## src/design/tpu_pkg.sv

```systemverilog
`default_nettype none

package tpu_pkg;

    // ==================================================
    // widths
    // ==================================================
    localparam int DATA_W = 8;                 // operand element
    localparam int ADDR_W = 4;                 // 16 rows per memory
    localparam int ACC_W  = 2 * DATA_W + 2;    // four products never wrap

    typedef logic signed [DATA_W-1:0] data_t;  // one signed operand byte
    typedef logic signed [ACC_W-1:0]  acc_t;   // one accumulated lane
    typedef logic        [ADDR_W-1:0] addr_t;  // memory row address

    // ==================================================
    // controller states
    // ==================================================
    typedef enum logic [1:0] {
        LOAD_IDLE,                             // waiting for fill or drain
        LOAD_FILL,                             // weight mem -> fifo
        LOAD_DRAIN                             // fifo -> array chain
    } load_state_t;

    typedef enum logic [1:0] {
        MULT_IDLE,
        MULT_ISSUE,                            // input rows leaving memory
        MULT_FLUSH                             // waiting on rows in flight
    } mult_state_t;

endpackage

`default_nettype wire

```

## src/design/sys_arr.sv

```systemverilog
`timescale 1ns/1ps
`default_nettype none

module sys_arr #(
    parameter int ARR_N = 4
) (
    input  logic                       clk,
    input  logic                       rst_n,
    input  logic                       w_shift,
    input  tpu_pkg::data_t [ARR_N-1:0] w_in,
    input  logic                       a_valid,
    input  tpu_pkg::data_t [ARR_N-1:0] a_in,
    output logic                       res_valid,
    output tpu_pkg::acc_t  [ARR_N-1:0] res
);

    localparam int LAT = 2 * ARR_N - 1;         // a_in -> res

    tpu_pkg::data_t [ARR_N-1:0] a_gate;         // zeros between rows
    tpu_pkg::data_t [ARR_N-1:0] a_skew;         // lane k late by k
    tpu_pkg::data_t [ARR_N-1:0] wt [ARR_N];     // wt[k] holds weight row k
    tpu_pkg::data_t             a_r [ARR_N][ARR_N-1];  // activations moving right
    tpu_pkg::acc_t              ps  [ARR_N][ARR_N];    // partial sums moving down
    logic [LAT-1:0]             vld_q;

    assign a_gate = a_valid ? a_in : '0;

    // ==================================================
    // input skew
    // ==================================================
    for (genvar k = 0; k < ARR_N; k++) begin : g_skew
        if (k == 0) begin : g_direct
            assign a_skew[0] = a_gate[0];
        end else begin : g_delay
            tpu_pkg::data_t dly [k];
            always_ff @(posedge clk) begin
                dly[0] <= a_gate[k];
                for (int s = 1; s < k; s++) begin
                    dly[s] <= dly[s-1];
                end
            end
            assign a_skew[k] = dly[k-1];
        end
    end

    // weight chain enters at the last row so the first fill row lands in wt[0]
    always_ff @(posedge clk) begin
        if (!rst_n) begin
            for (int k = 0; k < ARR_N; k++) begin
                wt[k] <= '0;
            end
        end else if (w_shift) begin
            wt[ARR_N-1] <= w_in;
            for (int k = 0; k < ARR_N - 1; k++) begin
                wt[k] <= wt[k+1];
            end
        end
    end

    // ==================================================
    // mac grid
    // ==================================================
    for (genvar k = 0; k < ARR_N; k++) begin : g_row
        for (genvar j = 0; j < ARR_N; j++) begin : g_col
            tpu_pkg::data_t a_h;                // from the left
            tpu_pkg::acc_t  p_in;               // from above
            tpu_pkg::acc_t  prod;               // sign-extended product
            if (j == 0) begin : g_a_edge
                assign a_h = a_skew[k];
            end else begin : g_a_pass
                assign a_h = a_r[k][j-1];
            end
            if (k == 0) begin : g_p_edge
                assign p_in = '0;
            end else begin : g_p_pass
                assign p_in = ps[k-1][j];
            end
            assign prod = a_h * wt[k][j];
            always_ff @(posedge clk) begin
                ps[k][j] <= p_in + prod;
            end
            if (j < ARR_N - 1) begin : g_a_reg
                always_ff @(posedge clk) begin
                    a_r[k][j] <= a_h;           // last column has no right neighbour
                end
            end
        end
    end

    // ==================================================
    // output deskew
    // ==================================================
    for (genvar j = 0; j < ARR_N; j++) begin : g_deskew
        if (j == ARR_N - 1) begin : g_direct
            assign res[j] = ps[ARR_N-1][j];     // last column already late
        end else begin : g_delay
            tpu_pkg::acc_t dly [ARR_N-1-j];
            always_ff @(posedge clk) begin
                dly[0] <= ps[ARR_N-1][j];
                for (int s = 1; s < ARR_N - 1 - j; s++) begin
                    dly[s] <= dly[s-1];
                end
            end
            assign res[j] = dly[ARR_N-2-j];
        end
    end

    always_ff @(posedge clk) begin
        if (!rst_n) begin
            vld_q <= '0;
        end else begin
            vld_q <= {vld_q[LAT-2:0], a_valid}; // valid rides with the row
        end
    end

    assign res_valid = vld_q[LAT-1];

endmodule

`default_nettype wire

```

## config.mk

```make
export PLATFORM = sky130hd
export DESIGN_NAME = sys_arr
export DESIGN_NICKNAME = d
export VERILOG_FILES = /design/src/design/tpu_pkg.sv /design/src/design/sys_arr.sv
export SDC_FILE = /design/constraint.sdc
export NUM_CORES = 2
export LEC_CHECK = 0
export ABC_CLOCK_PERIOD_IN_PS = 7100
export BUFFER_PORTS_ARGS = -buffer_cell sky130_fd_sc_hd__buf_2
export CAP_MARGIN = 20
export CELL_PAD_IN_SITES_DETAIL_PLACEMENT = 2
export CELL_PAD_IN_SITES_GLOBAL_PLACEMENT = 2
export CORE_ASPECT_RATIO = 1.2
export CORE_MARGIN = 3
export CORE_UTILIZATION = 44
export DETAILED_ROUTE_END_ITERATION = 12
export PLACE_DENSITY_LB_ADDON = 0.1
export SETUP_SLACK_MARGIN = 0.5
export SLEW_MARGIN = 25
export SYNTH_ARGS = -nofsm -noshare
export SYNTH_HDL_FRONTEND = slang
export SYNTH_SLANG_ARGS = --single-unit
```

## constraint.sdc

```tcl
create_clock -name clk -period 7.1 [get_ports clk]
set_input_delay 0 -clock clk [delete_from_list [all_inputs] [get_ports clk]]
set_output_delay 0 -clock clk [all_outputs]
set_load 0.01 [all_outputs]
```

Word level (Yosys, flattened, before mapping):

Memories as Yosys holds them, arrays and structs flattened.
Index checks and enable logic that the tools add are counted.

* memory bits (read-only): 0
* latch bits: 0
* memory bits (writable): 668
* memories: 9
* register bits after elaboration: 7
* word-level logic and storage cells: 51

Memories
* ps: depth 4, width 72, rd ports 4, clocked after memory_dff 0, write ports 4, line sys_arr.sv:23 `tpu_pkg::acc_t ps [ARR_N][ARR_N];`
* wt: depth 4, width 32, rd ports 4, clocked after memory_dff 0, write ports 4, line sys_arr.sv:21 `tpu_pkg::data_t [ARR_N-1:0] wt [ARR_N];`
* a_r: depth 4, width 24, rd ports 4, clocked after memory_dff 0, write ports 4, line sys_arr.sv:22 `tpu_pkg::data_t a_r [ARR_N][ARR_N-1];`
* g_deskew[0].g_delay.dly: depth 3, width 18, rd ports 3, clocked after memory_dff 0, write ports 3, line sys_arr.sv:97 `tpu_pkg::acc_t dly [ARR_N-1-j];`
* g_deskew[1].g_delay.dly: depth 2, width 18, rd ports 2, clocked after memory_dff 0, write ports 2, line sys_arr.sv:97
* g_skew[3].g_delay.dly: depth 3, width 8, rd ports 3, clocked after memory_dff 0, write ports 3, line sys_arr.sv:35 `tpu_pkg::data_t dly [k];`
* +3 memories

* bitwise gates (word level): 4
* multiply operators: 16
* add/sub/neg operators: 12
* shift-type cells: 0
* divide/modulo/power cells: 0
* mux-type cells: 9
* reduce and logical (&&, ||, !) cells: 0
* eq/ne operators: 0
* magnitude comparators: 0

Operators with widths (number)
* 8-bit by 8-bit multiplier with 16-bit output: 16
* 18-bit by 16-bit adder with 18-bit output: 11
* 32-bit two-way mux: 5
* 18-bit adder: 1
* 1-bit two-way mux: 4
* 1-bit bitwise OR: 4

Longest topological paths before layout:

* depth in word-level cells: 4
* gate-level depth with buffers: 18
* gate-level depth less buffers: 18

Least setup slack after synthesis:

OpenSTA, ideal clock, no wires.

* kind: register to register
* start point: mem wt[3][16] (netlist bit)
* end point: mem ps[1][103] (netlist bit)
* cell stages (with the launch flop): 17
* library setup time: 127 ps
* required time: 6973 ps
* buffers on the path: 1
* arrival: 4923 ps
* setup slack: 2051 ps
* period minus slack after synthesis: 5049 ps
* cell sequence: edfxtp_1 > clkbuf_1 > and2_1 > inv_1 > fa_1 > inv_1 > fa_1 > fa_1 > fa_1 > fa_1 > ha_1 > a21oi_1 > nor2_1 > a311oi_1 > o21a_1 > o21ai_0 > xor2_1

RTL lines (line)
* from (decl): sys_arr.sv:21
* to (decl): sys_arr.sv:23

==> flow_metrics.py <==
metrics = {
    "cells_and_area": {
        "diodes": 0,
        "fillers": 14900,
        "multi_input_area_um2": 44100,
        "final_nets": 8112,
        "final_cells": 8258,
        "seqCellArea_um2": 14600,
        "drive_above_1_share_pct": 4.81,
        "area_delta_synth_final_pct": 9.97,
    },
    "hold_path": {
        "hp-class": "in -> reg",
    },
    "yosys": {
        "synth-seq-cells": 667,
        "async_flop_share_pct": 0,
        "postSynthCellCount": 6037,
        "ys_seq_area_share_pct": 22.7,
        "synth_nets": 7893,
        "yosysTopAreaCell": "fa_1",
        "yosys-top-cells-area": "fa_1, dfxtp_1, ha_1",
        "yosysWarnings": 0,
        "synth_edf_count": 128,
        "yosys.cell_types.count": 72,
        "synth.top_cell.area_share_pct": 36.6,
        "postSynthAreaPerCell_um2": 10.7,
        "netlist_area_um2": 64300,
        "synth_top_flop_cell": "dfxtp_1",
    },
    "global_route": {
        "grt_util_all_layers_pct": 23.1,
        "overflow": 0,
        "antenna_found_initial": 1,
        "grt_max_degree": 87,
        "grt_pass1_wl_um": 275000,
        "first_global_vias": 51100,
    },
    "timing": {
        "fin_setup_tns_ps": 0,
        "hold_viol": 0,
        "finalSetupViolCount": 0,
        "tightest_slew_ps": 966,
        "drv_slew": 0,
        "setup_slack_ps": 1220,
        "fin_crit_ps": 5880,
        "relSlewSlack_pct": 35.6,
        "period_share_pct": 82.8,
        "max_freq_mhz": 170,
        "rsz0062_at_grt": "no",
        "fin_worst_skew_ps": 25.1,
    },
    "place": {
        "dp_hpwl_um": 134000,
        "place.gp.congestion": 0.807,
        "io_buffers": 140,
        "dp_slack_ps": 1450,
        "dp.cells": 8001,
    },
    "worst_setup_path": {
        "timing.rr.end": "ps[1][103]",
        "crit_path_max_fanout": 11,
        "worstSetupStartpoint": "a_r[3][15]",
        "crit_type": "reg -> reg",
        "critPathLaunchType": "register",
        "r2r-start": "a_r[3][15]",
        "crit_arrival_ps": 6450,
        "critPathCaptureType": "register",
        "endpoint": "ps[1][103]",
        "r2r_cells": 15,
        "rrSetupSlack_ps": 1220,
        "required_ps": 7670,
    },
    "power": {
        "ir_drop_mv": 0.369,
        "leakage_nw": 36.1,
        "pwr_density_cell_nw_per_um2": 372,
    },
    "route": {
        "drt-initial-drc-count": 1224,
        "dr.max_layer_used": "met4",
        "wl_met2_um": 99900,
        "vias": 41500,
        "wl_met1_um": 61500,
        "totalWireLength_um": 168000,
        "ant_nets": 0,
        "wl_met3_um": 2760,
        "wire_per_inst_um": 20.3,
        "dr.pass1.iters": 5,
        "vias_per_cell": 5.03,
        "drc": 0,
    },
    "cts": {
        "cts_tree": "built",
        "cts-htree-levels": 3,
        "cts_buffer_depth": 3,
        "cts.clk_slew.worst_paths_ps": 60,
        "cts-buffers-inserted": 80,
        "cts_sinks": 667,
        "clock_latency_ps": 700,
        "cts_root_buffer": "clkbuf_16",
    },
    "floorplan": {
        "die_x_um": 355,
        "rows": 153,
        "initial_core_util_pct": 44.3,
        "core_um2": 145000,
        "io_pins": 141,
        "die_y_um": 425,
        "dieArea_um2": 151000,
    },
    "outcome": {
        "outcome": "finished, final reports clean",
    },
    "flow_run": {
        "maxCapViolCount": 0,
    },
}
-- worst max-delay path, cell delays in order (launching register included) --
cell and delay [ps]:
dfxtp_1 580, and2_1 640, inv_1 160, fa_1 550, inv_1 70, fa_1 480, fa_1 610, fa_1 460
fa_1 450, ha_1 380, a21oi_1 180, nor2_1 90, a311oi_1 560, o21a_1 250, o21ai_0 120, xor2_1 160
-- final cells by class --
| cell class | instances | area share [%] |
|---|---|---|
| Clock buffer | 106 | 3.20 |
| Tap cell | 1937 | 3.43 |
| Inverter | 1323 | 7.02 |
| Clock inverter | 41 | 0.732 |
| Sequential cell | 667 | 20.7 |
| Multi-Input combinational cell | 3929 | 62.3 |
| Timing Repair Buffer | 255 | 2.61 |
-- state kept, by name, summed over array words and instances, names as in the netlist --
signal / cells
vld_q: 7
g_deskew.g_delay.dly: 108
a_r: 96
ps: 280
wt: 128
g_skew.g_delay.dly: 48
-- worst min-delay path by stage --
stage          startpoint  cells after the start                           to
5_1_grt          a_in[23]                      3  g_skew[2].g_delay.dly[0][7]
2_1_floorplan     a_in[8]                      1  g_skew[1].g_delay.dly[0][0]
4_1_cts          a_in[10]                      3  g_skew[1].g_delay.dly[0][2]
3_5_place_dp      a_in[8]                      2  g_skew[1].g_delay.dly[0][0]
6_report         a_in[23]                      3  g_skew[2].g_delay.dly[0][7]
3_3_place_gp     a_in[23]                      2  g_skew[2].g_delay.dly[0][7]
-- where the power goes --
group	total (W)	switching (W)	internal, W	leakage [nW]
Sequential	0.00596	0.000800	0.00516	5.93
Combinational	0.0160	0.00897	0.00700	28.9
Clock	0.00438	0.00179	0.00259	1.36
-- logic make-up (layout without fill, tap and decap cells) --
logic type / count (synthesis) / count (layout) / share of synthesized area [%]
fa+ha+maj: 1788 / 1788 / 48.5
simple gates: 1456 / 1456 / 11.9
buf+inv: 1441 / 1725 / 8.72
flops: 667 / 667 / 22.8
compound gates: 406 / 406 / 4.28
xor+xnor: 273 / 273 / 3.72
mux: 6 / 6 / 0.0953
-- cell usage after synthesis, types with 6 or more instances --
cell and n:
a21oi_1 117, xnor2_1 211, nor2b_1 28, and2_1 557, nor2_1 155, and3_1 179, nand2_1 412, o21a_1 34
o21ai_0 67, nor4_1 7, buf_4 54, nand4_1 12, a31oi_1 8, nor3_1 25, o31ai_1 6, clkbuf_1 63
ha_1 612, clkinv_1 10, edfxtp_1 128, xor2_1 62, o21bai_1 33, inv_1 1313, fa_1 1176, dfxtp_1 539
o211ai_1 13, a21o_1 36, a211oi_1 9, nand2b_1 44, a2111oi_0 13, nand3_1 15
-- metal layers --
metal / GRT usage [%] / vias up
li1: - / 18800
met1: 24.9 / 22100
met2: 47.4 / 352
met3: 1.75 / 204
met4: 5.90 / 0
met5: 0 / -
-- layout by cell type (no fill, tap or decap), types with 6 or more instances in the layout --
master            n
clkinvlp_4        6
clkbuf_1         13
bufinv_16         9
dlygate4sd3_1   110
buf_2           138
fa_1           1176
a21oi_1         117
nand4_1          12
a211oi_1          9
clkinv_2         16
nand2b_1         43
nand2_1         412
xor2_1           62
and2_1          557
o21bai_1         33
o31ai_1           6
buf_4             7
nor2_1          155
o21a_1           34
clkbuf_16        83
nor4_1            7
inv_1          1313
a21o_1           36
dfxtp_1         539
clkbuf_8         10
a2111oi_0        13
nand3_1          15
o211ai_1         13
and3_1          179
a31oi_1           8
o21ai_0          67
nor3_1           25
clkinv_1         11
ha_1            612
edfxtp_1        128
xnor2_1         211
nor2b_1          28
-- what timing repair did --
action                    4_1_cts  5_1_grt
hold endpoints to repair       83        0
hold buffers                  110        0
resized for setup               0        0
buffers inserted                0        0
-- per-stage QoR --
step | cell area (µm²) | utilization, % | power, W | hold slack [ps]
global placement | 66900 | 46.1 | 0.0212 | 207
detailed placement | 66900 | 46.1 | 0.0220 | 212
CTS | 70700 | 48.7 | 0.0269 | 6.75
global route | 70700 | 48.7 | 0.0290 | 80.1
floorplan | 64300 | - | 0.0175 | 127
finish | 70700 | 48.7 | 0.0263 | 72.2
No activity file was read; power rests on OpenSTA's default activity.
